**config.mk**
```make
export PLATFORM = sky130hd
export DESIGN_NAME = dino_run_top
export DESIGN_NICKNAME = d
export VERILOG_FILES = /design/src/logic/dino_pkg.sv /design/src/logic/dino_ifs.sv /design/src/logic/dino_run_top.sv /design/src/logic/obstacle_field.sv /design/src/logic/pixel_compositor.sv /design/src/logic/run_control.sv /design/src/logic/video_timing.sv
export VERILOG_INCLUDE_DIRS = /design/src /design/src/include
export SDC_FILE = /design/constraint.sdc
export NUM_CORES = 1
export LEC_CHECK = 0
export ABC_AREA = 1
export BUFFER_PORTS_ARGS = -buffer_cell sky130_fd_sc_hd__buf_2
export CAP_MARGIN = 40
export CELL_PAD_IN_SITES_DETAIL_PLACEMENT = 1
export CELL_PAD_IN_SITES_GLOBAL_PLACEMENT = 2
export CORE_MARGIN = 5
export CORE_UTILIZATION = 36
export CTS_CLUSTER_DIAMETER = 60
export DETAILED_ROUTE_END_ITERATION = 8
export PLACE_DENSITY = 0.91
export SKIP_CTS_REPAIR_TIMING = 1
export SYNTH_ARGS = -nofsm -noshare
export SYNTH_HDL_FRONTEND = slang
export SYNTH_SLANG_ARGS = --single-unit
```
**constraint.sdc**
```tcl
create_clock -name clk -period 5.5 [get_ports clk]
set_input_delay 1.1 -clock clk [delete_from_list [all_inputs] [get_ports clk]]
set_output_delay 1.1 -clock clk [all_outputs]
set_load 0.01 [all_outputs]
```
**src/include/digit_font.svh**
```systemverilog
/* 8x8 bitmaps of the digits 0 to 9, top row first, msb is the leftmost pixel */
`ifndef DIGIT_FONT_SVH
`define DIGIT_FONT_SVH

localparam logic [7:0] DIGIT_FONT [10][8] = '{
    '{8'h3C, 8'h66, 8'h6E, 8'h7E, 8'h76, 8'h66, 8'h3C, 8'h00},
    '{8'h18, 8'h38, 8'h18, 8'h18, 8'h18, 8'h18, 8'h7E, 8'h00},
    '{8'h3C, 8'h66, 8'h06, 8'h1C, 8'h30, 8'h66, 8'h7E, 8'h00},
    '{8'h3C, 8'h66, 8'h06, 8'h1C, 8'h06, 8'h66, 8'h3C, 8'h00},
    '{8'h0C, 8'h1C, 8'h2C, 8'h4C, 8'h7E, 8'h0C, 8'h0C, 8'h00},
    '{8'h7E, 8'h60, 8'h7C, 8'h06, 8'h06, 8'h66, 8'h3C, 8'h00},
    '{8'h3C, 8'h66, 8'h60, 8'h7C, 8'h66, 8'h66, 8'h3C, 8'h00},
    '{8'h7E, 8'h06, 8'h0C, 8'h18, 8'h30, 8'h30, 8'h30, 8'h00},
    '{8'h3C, 8'h66, 8'h66, 8'h3C, 8'h66, 8'h66, 8'h3C, 8'h00},
    '{8'h3C, 8'h66, 8'h66, 8'h3E, 8'h06, 8'h66, 8'h3C, 8'h00}
};

`endif

```
**src/logic/dino_pkg.sv**
```systemverilog
/* widths, run state encoding, start positions, box sizes and colors
   shared by the runner game core and its raster output */
package dino_pkg;

    typedef logic [10:0] coord_t;
    typedef logic [3:0]  bcd_t;
    typedef logic [7:0]  chan_t;

    typedef enum logic [1:0] {
        RUNNING,
        OVER,
        ACKING
    } run_state_t;

    // box edges
    localparam int SPRITE_SIZE = 32;
    localparam int GROUP_WIDTH = 64;

    // obstacle lanes
    localparam coord_t GROUND_Y = 11'd248;
    localparam coord_t PTERO_Y  = 11'd200;

    // obstacle start x
    localparam coord_t SCAC_START  = 11'd1200;
    localparam coord_t PTERO_START = 11'd1400;
    localparam coord_t GROUP_START = 11'd1600;
    localparam coord_t LAVA_START  = 11'd1800;

    localparam int PASSES_PER_STEP = 12;
    localparam logic [5:0] LFSR_SEED = 6'b101011;

    // score digits, left edge of the most significant one
    localparam coord_t SCORE_X     = 11'd120;
    localparam coord_t SCORE_Y     = 11'd10;
    localparam int     DIGIT_PITCH = 16;

    // replay banner
    localparam coord_t BANNER_X = 11'd560;
    localparam coord_t BANNER_Y = 11'd200;
    localparam int     BANNER_W = 160;

    // colors as r, g, b
    localparam chan_t SKY          [3] = '{8'd135, 8'd206, 8'd235};
    localparam chan_t INK          [3] = '{8'd0, 8'd0, 8'd0};
    localparam chan_t DINO_COLOR   [3] = '{8'd46, 8'd139, 8'd87};
    localparam chan_t HAZARD_COLOR [3] = '{8'd178, 8'd34, 8'd34};
    localparam chan_t BANNER_COLOR [3] = '{8'd255, 8'd215, 8'd0};

endpackage

```
**src/logic/dino_ifs.sv**
```systemverilog
/* raster_if: raster position, syncs and active window
   world_if: game tick, run state, score, obstacle positions and hit */
`timescale 1ns/1ps

interface raster_if import dino_pkg::*; ();
    coord_t hcount;
    coord_t vcount;
    // both syncs active low
    logic   line_sync;
    logic   field_sync;
    logic   active;

    modport source (output hcount, vcount, line_sync, field_sync, active);
    modport sink   (input hcount, vcount, line_sync, field_sync, active);
endinterface

interface world_if import dino_pkg::*; ();
    logic       tick;
    logic       restart;
    logic       game_over;
    // digit 4 is the ten-thousands digit
    bcd_t [4:0] score;
    coord_t     scac_x;
    coord_t     group_x;
    coord_t     lava_x;
    coord_t     ptero_x;
    logic       hit;

    modport ctrl  (output tick, restart, game_over, score, input hit);
    modport field (input tick, restart,
                   output scac_x, group_x, lava_x, ptero_x, hit);
    modport draw  (input game_over, score, scac_x, group_x, lava_x, ptero_x);
endinterface

```
**src/logic/dino_run_top.sv**
```systemverilog
/* runner game top: raster timing and game world side by side,
   merged by the pixel compositor */
`timescale 1ns/1ps

module dino_run_top
    import dino_pkg::*;
#(
    parameter int TICK_CYCLES = 2_000_000,
    parameter int H_ACTIVE    = 1280,
    parameter int H_FRONT     = 32,
    parameter int H_SYNC      = 192,
    parameter int H_BACK      = 96,
    parameter int V_ACTIVE    = 480,
    parameter int V_FRONT     = 10,
    parameter int V_SYNC      = 2,
    parameter int V_BACK      = 33
) (
    input  logic        clk,
    input  logic        reset,
    input  coord_t      dino_x,
    input  coord_t      dino_y,
    input  logic        replay_req,
    output logic        replay_ack,
    output chan_t       vga_r,
    output chan_t       vga_g,
    output chan_t       vga_b,
    output logic        vga_hs,
    output logic        vga_vs,
    output logic        vga_blank_n,
    output logic        game_over,
    output logic [19:0] score_bcd
);

    raster_if raster ();
    world_if  world ();

    video_timing #(
        .H_ACTIVE (H_ACTIVE),
        .H_FRONT  (H_FRONT),
        .H_SYNC   (H_SYNC),
        .H_BACK   (H_BACK),
        .V_ACTIVE (V_ACTIVE),
        .V_FRONT  (V_FRONT),
        .V_SYNC   (V_SYNC),
        .V_BACK   (V_BACK)
    ) i_video_timing (
        .clk    (clk),
        .reset  (reset),
        .raster (raster)
    );

    run_control #(
        .TICK_CYCLES (TICK_CYCLES)
    ) i_run_control (
        .clk        (clk),
        .reset      (reset),
        .replay_req (replay_req),
        .replay_ack (replay_ack),
        .world      (world)
    );

    obstacle_field #(
        .H_ACTIVE (H_ACTIVE)
    ) i_obstacle_field (
        .clk    (clk),
        .reset  (reset),
        .dino_x (dino_x),
        .dino_y (dino_y),
        .world  (world)
    );

    pixel_compositor i_pixel_compositor (
        .clk         (clk),
        .reset       (reset),
        .dino_x      (dino_x),
        .dino_y      (dino_y),
        .raster      (raster),
        .world       (world),
        .vga_r       (vga_r),
        .vga_g       (vga_g),
        .vga_b       (vga_b),
        .vga_hs      (vga_hs),
        .vga_vs      (vga_vs),
        .vga_blank_n (vga_blank_n)
    );

    // board hex displays and status
    assign score_bcd = world.score;
    assign game_over = world.game_over;

endmodule

```
**src/logic/obstacle_field.sv**
```systemverilog
/* obstacle motion with LFSR wrap offsets, speed-up after a number
   of passes, and dino versus obstacle box collision */
`timescale 1ns/1ps

module obstacle_field
    import dino_pkg::*;
#(
    parameter int H_ACTIVE = 1280
) (
    input  logic   clk,
    input  logic   reset,
    input  coord_t dino_x,
    input  coord_t dino_y,
    world_if.field world
);

    // index order is small cactus, group, lava, pterodactyl
    localparam int N_OBS = 4;
    localparam coord_t START_X [N_OBS] = '{SCAC_START, GROUP_START, LAVA_START, PTERO_START};
    localparam coord_t LANE_Y  [N_OBS] = '{GROUND_Y, GROUND_Y, GROUND_Y, PTERO_Y};
    localparam int     BOX_W   [N_OBS] = '{SPRITE_SIZE, GROUP_WIDTH, SPRITE_SIZE, SPRITE_SIZE};

    coord_t obs_x [N_OBS];
    coord_t speed;
    logic [$clog2(PASSES_PER_STEP)-1:0] pass_cnt;
    logic [5:0]       lfsr;
    logic [N_OBS-1:0] wrap;
    logic [N_OBS-1:0] overlap;

    // each obstacle takes its own slice of the LFSR, all stay below 1800 after the wrap
    function automatic coord_t wrap_offset(input int idx, input logic [5:0] seed);
        case (idx)
            0:       return {2'b00, seed, 3'b000};
            1:       return {2'b00, ~seed, 3'b000};
            2:       return {2'b00, seed[3:0], 5'b00000};
            default: return {2'b00, seed[5:2], 5'b00000};
        endcase
    endfunction

    // dino box is SPRITE_SIZE square, obstacle boxes are SPRITE_SIZE tall
    function automatic logic boxes_overlap(input coord_t ax, input coord_t ay,
                                           input coord_t bx, input coord_t by,
                                           input int bw);
        logic [11:0] a_right;
        logic [11:0] a_bottom;
        logic [11:0] b_right;
        logic [11:0] b_bottom;
        a_right  = 12'(ax) + 12'(SPRITE_SIZE);
        a_bottom = 12'(ay) + 12'(SPRITE_SIZE);
        b_right  = 12'(bx) + 12'(bw);
        b_bottom = 12'(by) + 12'(SPRITE_SIZE);
        return (ax < b_right) && (a_right > bx) && (ay < b_bottom) && (a_bottom > by);
    endfunction

    always_comb begin
        for (int i = 0; i < N_OBS; i++) begin
            wrap[i]    = (obs_x[i] <= speed);
            overlap[i] = boxes_overlap(dino_x, dino_y, obs_x[i], LANE_Y[i], BOX_W[i]);
        end
    end

    always_ff @(posedge clk or posedge reset) begin
        if (reset) begin
            for (int i = 0; i < N_OBS; i++) begin
                obs_x[i] <= START_X[i];
            end
            speed    <= 11'd1;
            pass_cnt <= '0;
            lfsr     <= LFSR_SEED;
        end else if (world.restart) begin
            for (int i = 0; i < N_OBS; i++) begin
                obs_x[i] <= START_X[i];
            end
            speed    <= 11'd1;
            pass_cnt <= '0;
            lfsr     <= LFSR_SEED;
        end else if (world.tick) begin
            for (int i = 0; i < N_OBS; i++) begin
                obs_x[i] <= wrap[i] ? coord_t'(H_ACTIVE) + wrap_offset(i, lfsr)
                                    : obs_x[i] - speed;
            end
            // x^6 + x^5 + 1
            lfsr <= {lfsr[4:0], lfsr[5] ^ lfsr[4]};
            // one pass per tick no matter how many obstacles wrapped
            if (|wrap) begin
                if (pass_cnt == PASSES_PER_STEP - 1) begin
                    speed    <= speed + 1'b1;
                    pass_cnt <= '0;
                end else begin
                    pass_cnt <= pass_cnt + 1'b1;
                end
            end
        end
    end

    assign world.scac_x  = obs_x[0];
    assign world.group_x = obs_x[1];
    assign world.lava_x  = obs_x[2];
    assign world.ptero_x = obs_x[3];
    assign world.hit     = |overlap;

endmodule

```
**src/logic/pixel_compositor.sv**
```systemverilog
/* per-pixel layering of sky, hazards, dino, score digits and replay
   banner, with color, syncs and blank registered together */
`timescale 1ns/1ps

module pixel_compositor
    import dino_pkg::*;
(
    input  logic   clk,
    input  logic   reset,
    input  coord_t dino_x,
    input  coord_t dino_y,
    raster_if.sink raster,
    world_if.draw  world,
    output chan_t  vga_r,
    output chan_t  vga_g,
    output chan_t  vga_b,
    output logic   vga_hs,
    output logic   vga_vs,
    output logic   vga_blank_n
);

    `include "digit_font.svh"

    chan_t      pix [3];
    logic       hazard_hit;
    logic       dino_hit;
    logic       banner_hit;
    logic       score_ink;
    coord_t     digit_x;
    logic [2:0] font_row;
    logic [2:0] font_col;

    function automatic logic in_box(input coord_t h, input coord_t v,
                                    input coord_t x, input coord_t y,
                                    input int w, input int ht);
        return (h >= x) && (12'(h) < 12'(x) + 12'(w)) &&
               (v >= y) && (12'(v) < 12'(y) + 12'(ht));
    endfunction

    always_comb begin
        hazard_hit =
            in_box(raster.hcount, raster.vcount, world.scac_x, GROUND_Y, SPRITE_SIZE, SPRITE_SIZE) ||
            in_box(raster.hcount, raster.vcount, world.group_x, GROUND_Y, GROUP_WIDTH, SPRITE_SIZE) ||
            in_box(raster.hcount, raster.vcount, world.lava_x, GROUND_Y, SPRITE_SIZE, SPRITE_SIZE) ||
            in_box(raster.hcount, raster.vcount, world.ptero_x, PTERO_Y, SPRITE_SIZE, SPRITE_SIZE);
        dino_hit   = in_box(raster.hcount, raster.vcount, dino_x, dino_y, SPRITE_SIZE, SPRITE_SIZE);
        banner_hit = in_box(raster.hcount, raster.vcount, BANNER_X, BANNER_Y, BANNER_W, SPRITE_SIZE);

        // score digits, most significant at the left
        score_ink = 1'b0;
        digit_x   = SCORE_X;
        font_row  = 3'(raster.vcount - SCORE_Y);
        font_col  = 3'd0;
        for (int i = 0; i < 5; i++) begin
            digit_x = SCORE_X + coord_t'(i * DIGIT_PITCH);
            if (in_box(raster.hcount, raster.vcount, digit_x, SCORE_Y, 8, 8)) begin
                font_col  = 3'(raster.hcount - digit_x);
                score_ink = DIGIT_FONT[world.score[4 - i]][font_row][3'd7 - font_col];
            end
        end

        if (!raster.active) begin
            pix = '{default: 8'd0};
        end else if (world.game_over) begin
            pix = SKY;
            if (banner_hit) begin
                pix = BANNER_COLOR;
            end
        end else begin
            // later layers win
            pix = SKY;
            if (hazard_hit) begin
                pix = HAZARD_COLOR;
            end
            if (dino_hit) begin
                pix = DINO_COLOR;
            end
            if (score_ink) begin
                pix = INK;
            end
        end
    end

    always_ff @(posedge clk or posedge reset) begin
        if (reset) begin
            vga_r       <= '0;
            vga_g       <= '0;
            vga_b       <= '0;
            vga_hs      <= 1'b1;
            vga_vs      <= 1'b1;
            vga_blank_n <= 1'b0;
        end else begin
            vga_r       <= pix[0];
            vga_g       <= pix[1];
            vga_b       <= pix[2];
            vga_hs      <= raster.line_sync;
            vga_vs      <= raster.field_sync;
            vga_blank_n <= raster.active;
        end
    end

endmodule

```
**src/logic/run_control.sv**
```systemverilog
/* run state FSM, game tick timer, five digit BCD score
   and the four-phase replay handshake */
`timescale 1ns/1ps

module run_control
    import dino_pkg::*;
#(
    parameter int TICK_CYCLES = 2_000_000
) (
    input  logic  clk,
    input  logic  reset,
    input  logic  replay_req,
    output logic  replay_ack,
    world_if.ctrl world
);

    run_state_t state;
    logic [$clog2(TICK_CYCLES)-1:0] tick_cnt;
    logic       tick_now;
    logic       replay_go;
    logic       restart_q;
    bcd_t [4:0] score_q;

    // ripple carry through the digits, 99999 rolls over to 00000
    function automatic bcd_t [4:0] bcd_inc(input bcd_t [4:0] value);
        bcd_t [4:0] result;
        logic       carry;
        result = value;
        carry  = 1'b1;
        for (int i = 0; i < 5; i++) begin
            if (carry) begin
                if (result[i] == 4'd9) begin
                    result[i] = 4'd0;
                end else begin
                    result[i] = result[i] + 4'd1;
                    carry     = 1'b0;
                end
            end
        end
        return result;
    endfunction

    assign tick_now  = (state == RUNNING) && (tick_cnt == TICK_CYCLES - 1);
    assign replay_go = (state == OVER) && replay_req;

    always_ff @(posedge clk or posedge reset) begin
        if (reset) begin
            state     <= RUNNING;
            tick_cnt  <= '0;
            score_q   <= '0;
            restart_q <= 1'b0;
        end else begin
            restart_q <= replay_go;
            case (state)
                RUNNING: begin
                    if (tick_now) begin
                        tick_cnt <= '0;
                        score_q  <= bcd_inc(score_q);
                    end else begin
                        tick_cnt <= tick_cnt + 1'b1;
                    end
                    if (world.hit) begin
                        state <= OVER;
                    end
                end
                OVER: begin
                    // fresh run starts here, ack goes up with the cleared score
                    if (replay_go) begin
                        state    <= ACKING;
                        score_q  <= '0;
                        tick_cnt <= '0;
                    end
                end
                ACKING: begin
                    if (!replay_req) begin
                        state <= RUNNING;
                    end
                end
                default: state <= RUNNING;
            endcase
        end
    end

    assign world.tick      = tick_now;
    assign world.restart   = restart_q;
    assign world.game_over = (state == OVER);
    assign world.score     = score_q;
    assign replay_ack      = (state == ACKING);

endmodule

```
**src/logic/video_timing.sv**
```systemverilog
/* horizontal and vertical raster counters with sync and active decode */
`timescale 1ns/1ps

module video_timing
    import dino_pkg::*;
#(
    parameter int H_ACTIVE = 1280,
    parameter int H_FRONT  = 32,
    parameter int H_SYNC   = 192,
    parameter int H_BACK   = 96,
    parameter int V_ACTIVE = 480,
    parameter int V_FRONT  = 10,
    parameter int V_SYNC   = 2,
    parameter int V_BACK   = 33
) (
    input  logic      clk,
    input  logic      reset,
    raster_if.source  raster
);

    localparam int H_TOTAL = H_ACTIVE + H_FRONT + H_SYNC + H_BACK;
    localparam int V_TOTAL = V_ACTIVE + V_FRONT + V_SYNC + V_BACK;

    coord_t hcount;
    coord_t vcount;
    logic   line_end;
    logic   field_end;

    assign line_end  = (hcount == coord_t'(H_TOTAL - 1));
    assign field_end = (vcount == coord_t'(V_TOTAL - 1));

    always_ff @(posedge clk or posedge reset) begin
        if (reset) begin
            hcount <= '0;
            vcount <= '0;
        end else begin
            hcount <= line_end ? '0 : hcount + 1'b1;
            // vertical steps once per line
            if (line_end) begin
                vcount <= field_end ? '0 : vcount + 1'b1;
            end
        end
    end

    assign raster.hcount     = hcount;
    assign raster.vcount     = vcount;
    assign raster.line_sync  = !((hcount >= coord_t'(H_ACTIVE + H_FRONT)) &&
                                 (hcount < coord_t'(H_ACTIVE + H_FRONT + H_SYNC)));
    assign raster.field_sync = !((vcount >= coord_t'(V_ACTIVE + V_FRONT)) &&
                                 (vcount < coord_t'(V_ACTIVE + V_FRONT + V_SYNC)));
    assign raster.active     = (hcount < coord_t'(H_ACTIVE)) && (vcount < coord_t'(V_ACTIVE));

endmodule

```
==> parameters.txt <==
Parameter                              Value

Run status
  Status ... finished, final reports clean

Floorplanning
  CORE AREA ... between 40,000 and 50,000 um2
  Die footprint ... 52,410 um2
  Initial Util ... 0.3629
  Count of standard-cell rows ... 80
  Overall die width ... 228.9 um
  Boundary pin count ... 74
  Die Y-Extent ... 228.9 um

STA
  Number of pins exceeding their max-slew limit in the final report ... 0
  Final count of negative-setup-slack endpoints ... 0
  Setup Total Neg Slack ... 0 ns
  RSZ-0062 raised after global routing ... false
  Time the worst path needs with I/O delays and setup ... 3.567 ns
  Post-Route Skew ... 0.01292 ns
  Final worst path period share ... 0.6486
  Final number of hold-violating endpoints ... 0
  Highest achievable clock rate ... 280.3 MHz
  Pin slew with the least headroom to its limit ... 0.9727 ns
  Worst slew margin relative to its limit ... 0.3515

Placed design
  IO buf count ... 73
  Post-placement cell area ... 18,160 um2
  Routability-driven placement congestion ratio ... 0.9126
  Detailed placer's ending HPWL ... roughly 49,000 um

Min path
  Min-Delay Path Depth ... 2
  Type of the tightest min-delay check ... flop to flop

Yosys
  Ys Warns ... 0
  Average footprint of a synthesized cell ... 6.691 um2
  Top cells by area, synth ... sky130_fd_sc_hd__ha_1, sky130_fd_sc_hd__dfrtp_1, sky130_fd_sc_hd__nand2_1, sky130_fd_sc_hd__inv_1, sky130_fd_sc_hd__nand3_1
  Area leader, netlist ... sky130_fd_sc_hd__ha_1
  Mapped Cells ... 2,579
  Post-synthesis xor/xnor area fraction ... 0.03502
  Fraction of the mapped netlist area in adder cells ... 0.1910
  Count of different cell masters after synthesis ... 59
  Fraction of synthesized cell area taken by the top area cell type ... 0.1864
  FFs w/ async S/R, synth ... 1.000
  Mapped cell area ... 17,260 um2
  Main combinational cell family by area after synthesis ... simple AND/OR/NAND/NOR gates
  Compound-gate portion of the synthesized area ... 0.1558
  Post-synthesis mux area share ... 0
  Syn nets ... 2,865
  Seq/Total Area, Yosys ... 0.2164
  Synth Area in Simple Gates ... 0.3053
  Synthesis-stage register bit count ... 148
  Dominant register cell in the synthesized netlist ... sky130_fd_sc_hd__dfrtp_1
  Number of flops mapped to enable cells by yosys ... 0

Setup path
  Maximum fanout along the worst path ... 24
  Required time of the worst setup path ... 5.92 ns
  Worst reg2reg path depth ... 13
  Critical path type ... flop to flop
  Critical path capture point type ... flop
  Crit path launch type ... flop
  Arrival time reported for the critical path endpoint ... 3.98 ns
  Critical-path cell list ... inv_1 -> ha_1 -> inv_1 -> o21bai_1 -> a221oi_1 -> o211ai_1 -> nand2_1 -> inv_1 -> nand4_1 -> nand2_1 -> nor2_2 -> o21ai_0 -> o21ai_0
  Most common cell on crit path ... sky130_fd_sc_hd__inv_1
  Top cell family by delay on the critical path ... simple AND/OR/NAND/NOR gates
  Critical Path Slowest Stage Cell ... sky130_fd_sc_hd__nor2_2
  CP Buf/Inv Count ... 3
  Cell depth of the worst setup path ... 13
  Max stage delay on crit path ... between 0.6 and 0.7 ns

Global route
  Global-route congestion overflow total ... 0
  First-pass GRT wire length ... just over 100,000 um
  Global-route usage over all layers ... 0.2396
  Number of antenna violations at the first check in global routing ... 1
  Number of global-route vias before repair ... 18,780
  Pin count of the biggest net entering global routing ... 79

Power
  Power density over the cells ... 292.9 nW/um2
  VDD IR max ... 0.0002368 V
  Leakage power total ... 9.243 nW

Finish
  Number of antenna repair diodes ... 0
  Top library cells by usage in the layout, fill and taps aside ... sky130_fd_sc_hd__nand2_1, sky130_fd_sc_hd__inv_1, sky130_fd_sc_hd__ha_1
  Non-Filler Cell Area, Final ... 18,730 um2
  Most common library cell in the layout ignoring fill and taps ... sky130_fd_sc_hd__nand2_1
  Fraction of final layout cells with drive strength greater than 1 ... 0.07070
  Storage cell area ... 3735 um2
  Register ranked first by flip-flop count ... i_run_control.tick_cnt
  # fillers ... 6,227
  Number of flip-flops in the largest register ... 21
  Area used by multi-input combinational logic ... around 12,000 um2
  Count of nets after finishing ... 2,904
  Area growth, synth to finish ... 8.535%

Clock tree
  Maximum clock insertion buffer count ... 2
  Clock tree from TritonCTS ... done
  Clock latency of the later-clocked register in the worst-skew pair ... 0.50 ns
  CTS root buffer ... sky130_fd_sc_hd__clkbuf_16
  Clock buffer count from CTS ... 17
  Clock-pin slew on the worst setup and hold paths ... 0.07 ns
  Clock Sink Count ... 148
  Count of H-tree levels built during CTS ... 4

Drt
  Via density ... 5.628
  Remaining DRCs ... 0
  Number of iterations in the first detailed-routing pass ... 5
  Count of routing violations after the opening detailed-route iteration ... between 900 and 1,000
  Routed via count ... roughly 18,000
  Wirelength per Cell ... 19.78 um
  Remaining antenna violation count after routing ... 0
  Final wirelength ... about 64,000 um

Job
  Reported max-cap violation count ... 0
[cell families (layout without fill, tap and decap cells)]
family	count (synthesis)	after routing
AND/OR/NAND/NOR	1209	1209
flip-flops	148	148
buffers and inverters	412	464
adder cells (fa/ha/maj)	261	261
XOR/XNOR	69	69
AO/OA/AOI/OAI	480	480
[synthesized netlist by cell type, drive strengths merged (5+ instances only)]
library cell / number
nand3b: 9
dfrtp: 124
a31oi: 12
o32ai: 6
o211ai: 19
nor4: 16
xor2: 50
o31ai: 7
xnor2: 19
clkinv: 5
ha: 257
nor3: 63
buf: 46
inv: 340
nand4: 58
a21boi: 5
o2111ai: 9
nand3: 209
nand2: 596
a21oi: 188
o21bai: 5
clkbuf: 21
o21ai: 167
a211oi: 12
or2: 6
o22ai: 32
dfstp: 24
nor2: 245
o21a: 5
[through the flow]
| stage | utilization | setup WS [ns] | power (mW) | hold slack, ns | std cells |
|---|---|---|---|---|---|
| floorplan | - | 0.4600 | 3.451 | 0.4974 | 2579 |
| global placement | 0.3811 | 1.974 | 4.158 | 0.5300 | 3212 |
| detailed placement | 0.3820 | 1.900 | 4.272 | 0.5282 | 3214 |
| CTS | 0.3939 | 1.924 | 5.501 | 0.5409 | 3246 |
| global route | 0.3939 | 1.573 | 5.927 | 0.5840 | 3246 |
| finish | 0.3939 | 1.933 | 5.485 | 0.5393 | 3246 |
[cell type report]
type | instances | area share
multi-input cells | 2019 | 0.6330
flip-flops and latches | 148 | 0.1994
clock inverters | 12 | 0.005879
well taps | 615 | 0.04109
repair buffers | 87 | 0.02659
inverters | 345 | 0.06962
clock buffers | 20 | 0.02439
[metal layers]
metal | track usage | part of all wire | vias up
li1 | - | - | 8755
met2 | 0.4037 | 0.47 | 423
met4 | 0.09190 | 0.036 | 2
met1 | 0.3053 | 0.45 | 8958
met5 | 0 | 0.00011 | -
met3 | 0.04398 | 0.045 | 132
[final timing paths]
check	startpoint	to	slack [ns]
hold / removal	i_obstacle_field.world.scac_x[10]	i_obstacle_field.world.scac_x[10]	0.54
hold reg to reg	i_obstacle_field.world.scac_x[10]	i_obstacle_field.world.scac_x[10]	0.54
max in group asynchronous	reset	i_obstacle_field.world.group_x[3]	3.67
min in group asynchronous	reset	i_video_timing.raster.vcount[10]	0.71
setup reg to reg	i_obstacle_field.speed[8]	i_obstacle_field.speed[0]	1.93
setup / recovery	i_obstacle_field.speed[8]	i_obstacle_field.speed[0]	1.93
[power by group]
group / switching [mW] / total (mW) / internal [mW] / leakage (nW)
sequential: 0.277 / 1.57 / 1.30 / 1.87
combinational: 1.78 / 2.72 / 0.932 / 7.09
clock: 0.579 / 1.19 / 0.616 / 0.279
[worst register-to-register path, delay by kind of cell (launching register included)]
family,cells,cell delay (ns)
AOI/OAI and AO/OA,5,0.85
DFF,1,0.40
buffers and inverters,3,0.61
and+or+nand+nor,4,1.24
adders and majority gates,1,0.38
(Power assumes the default switching activity.)
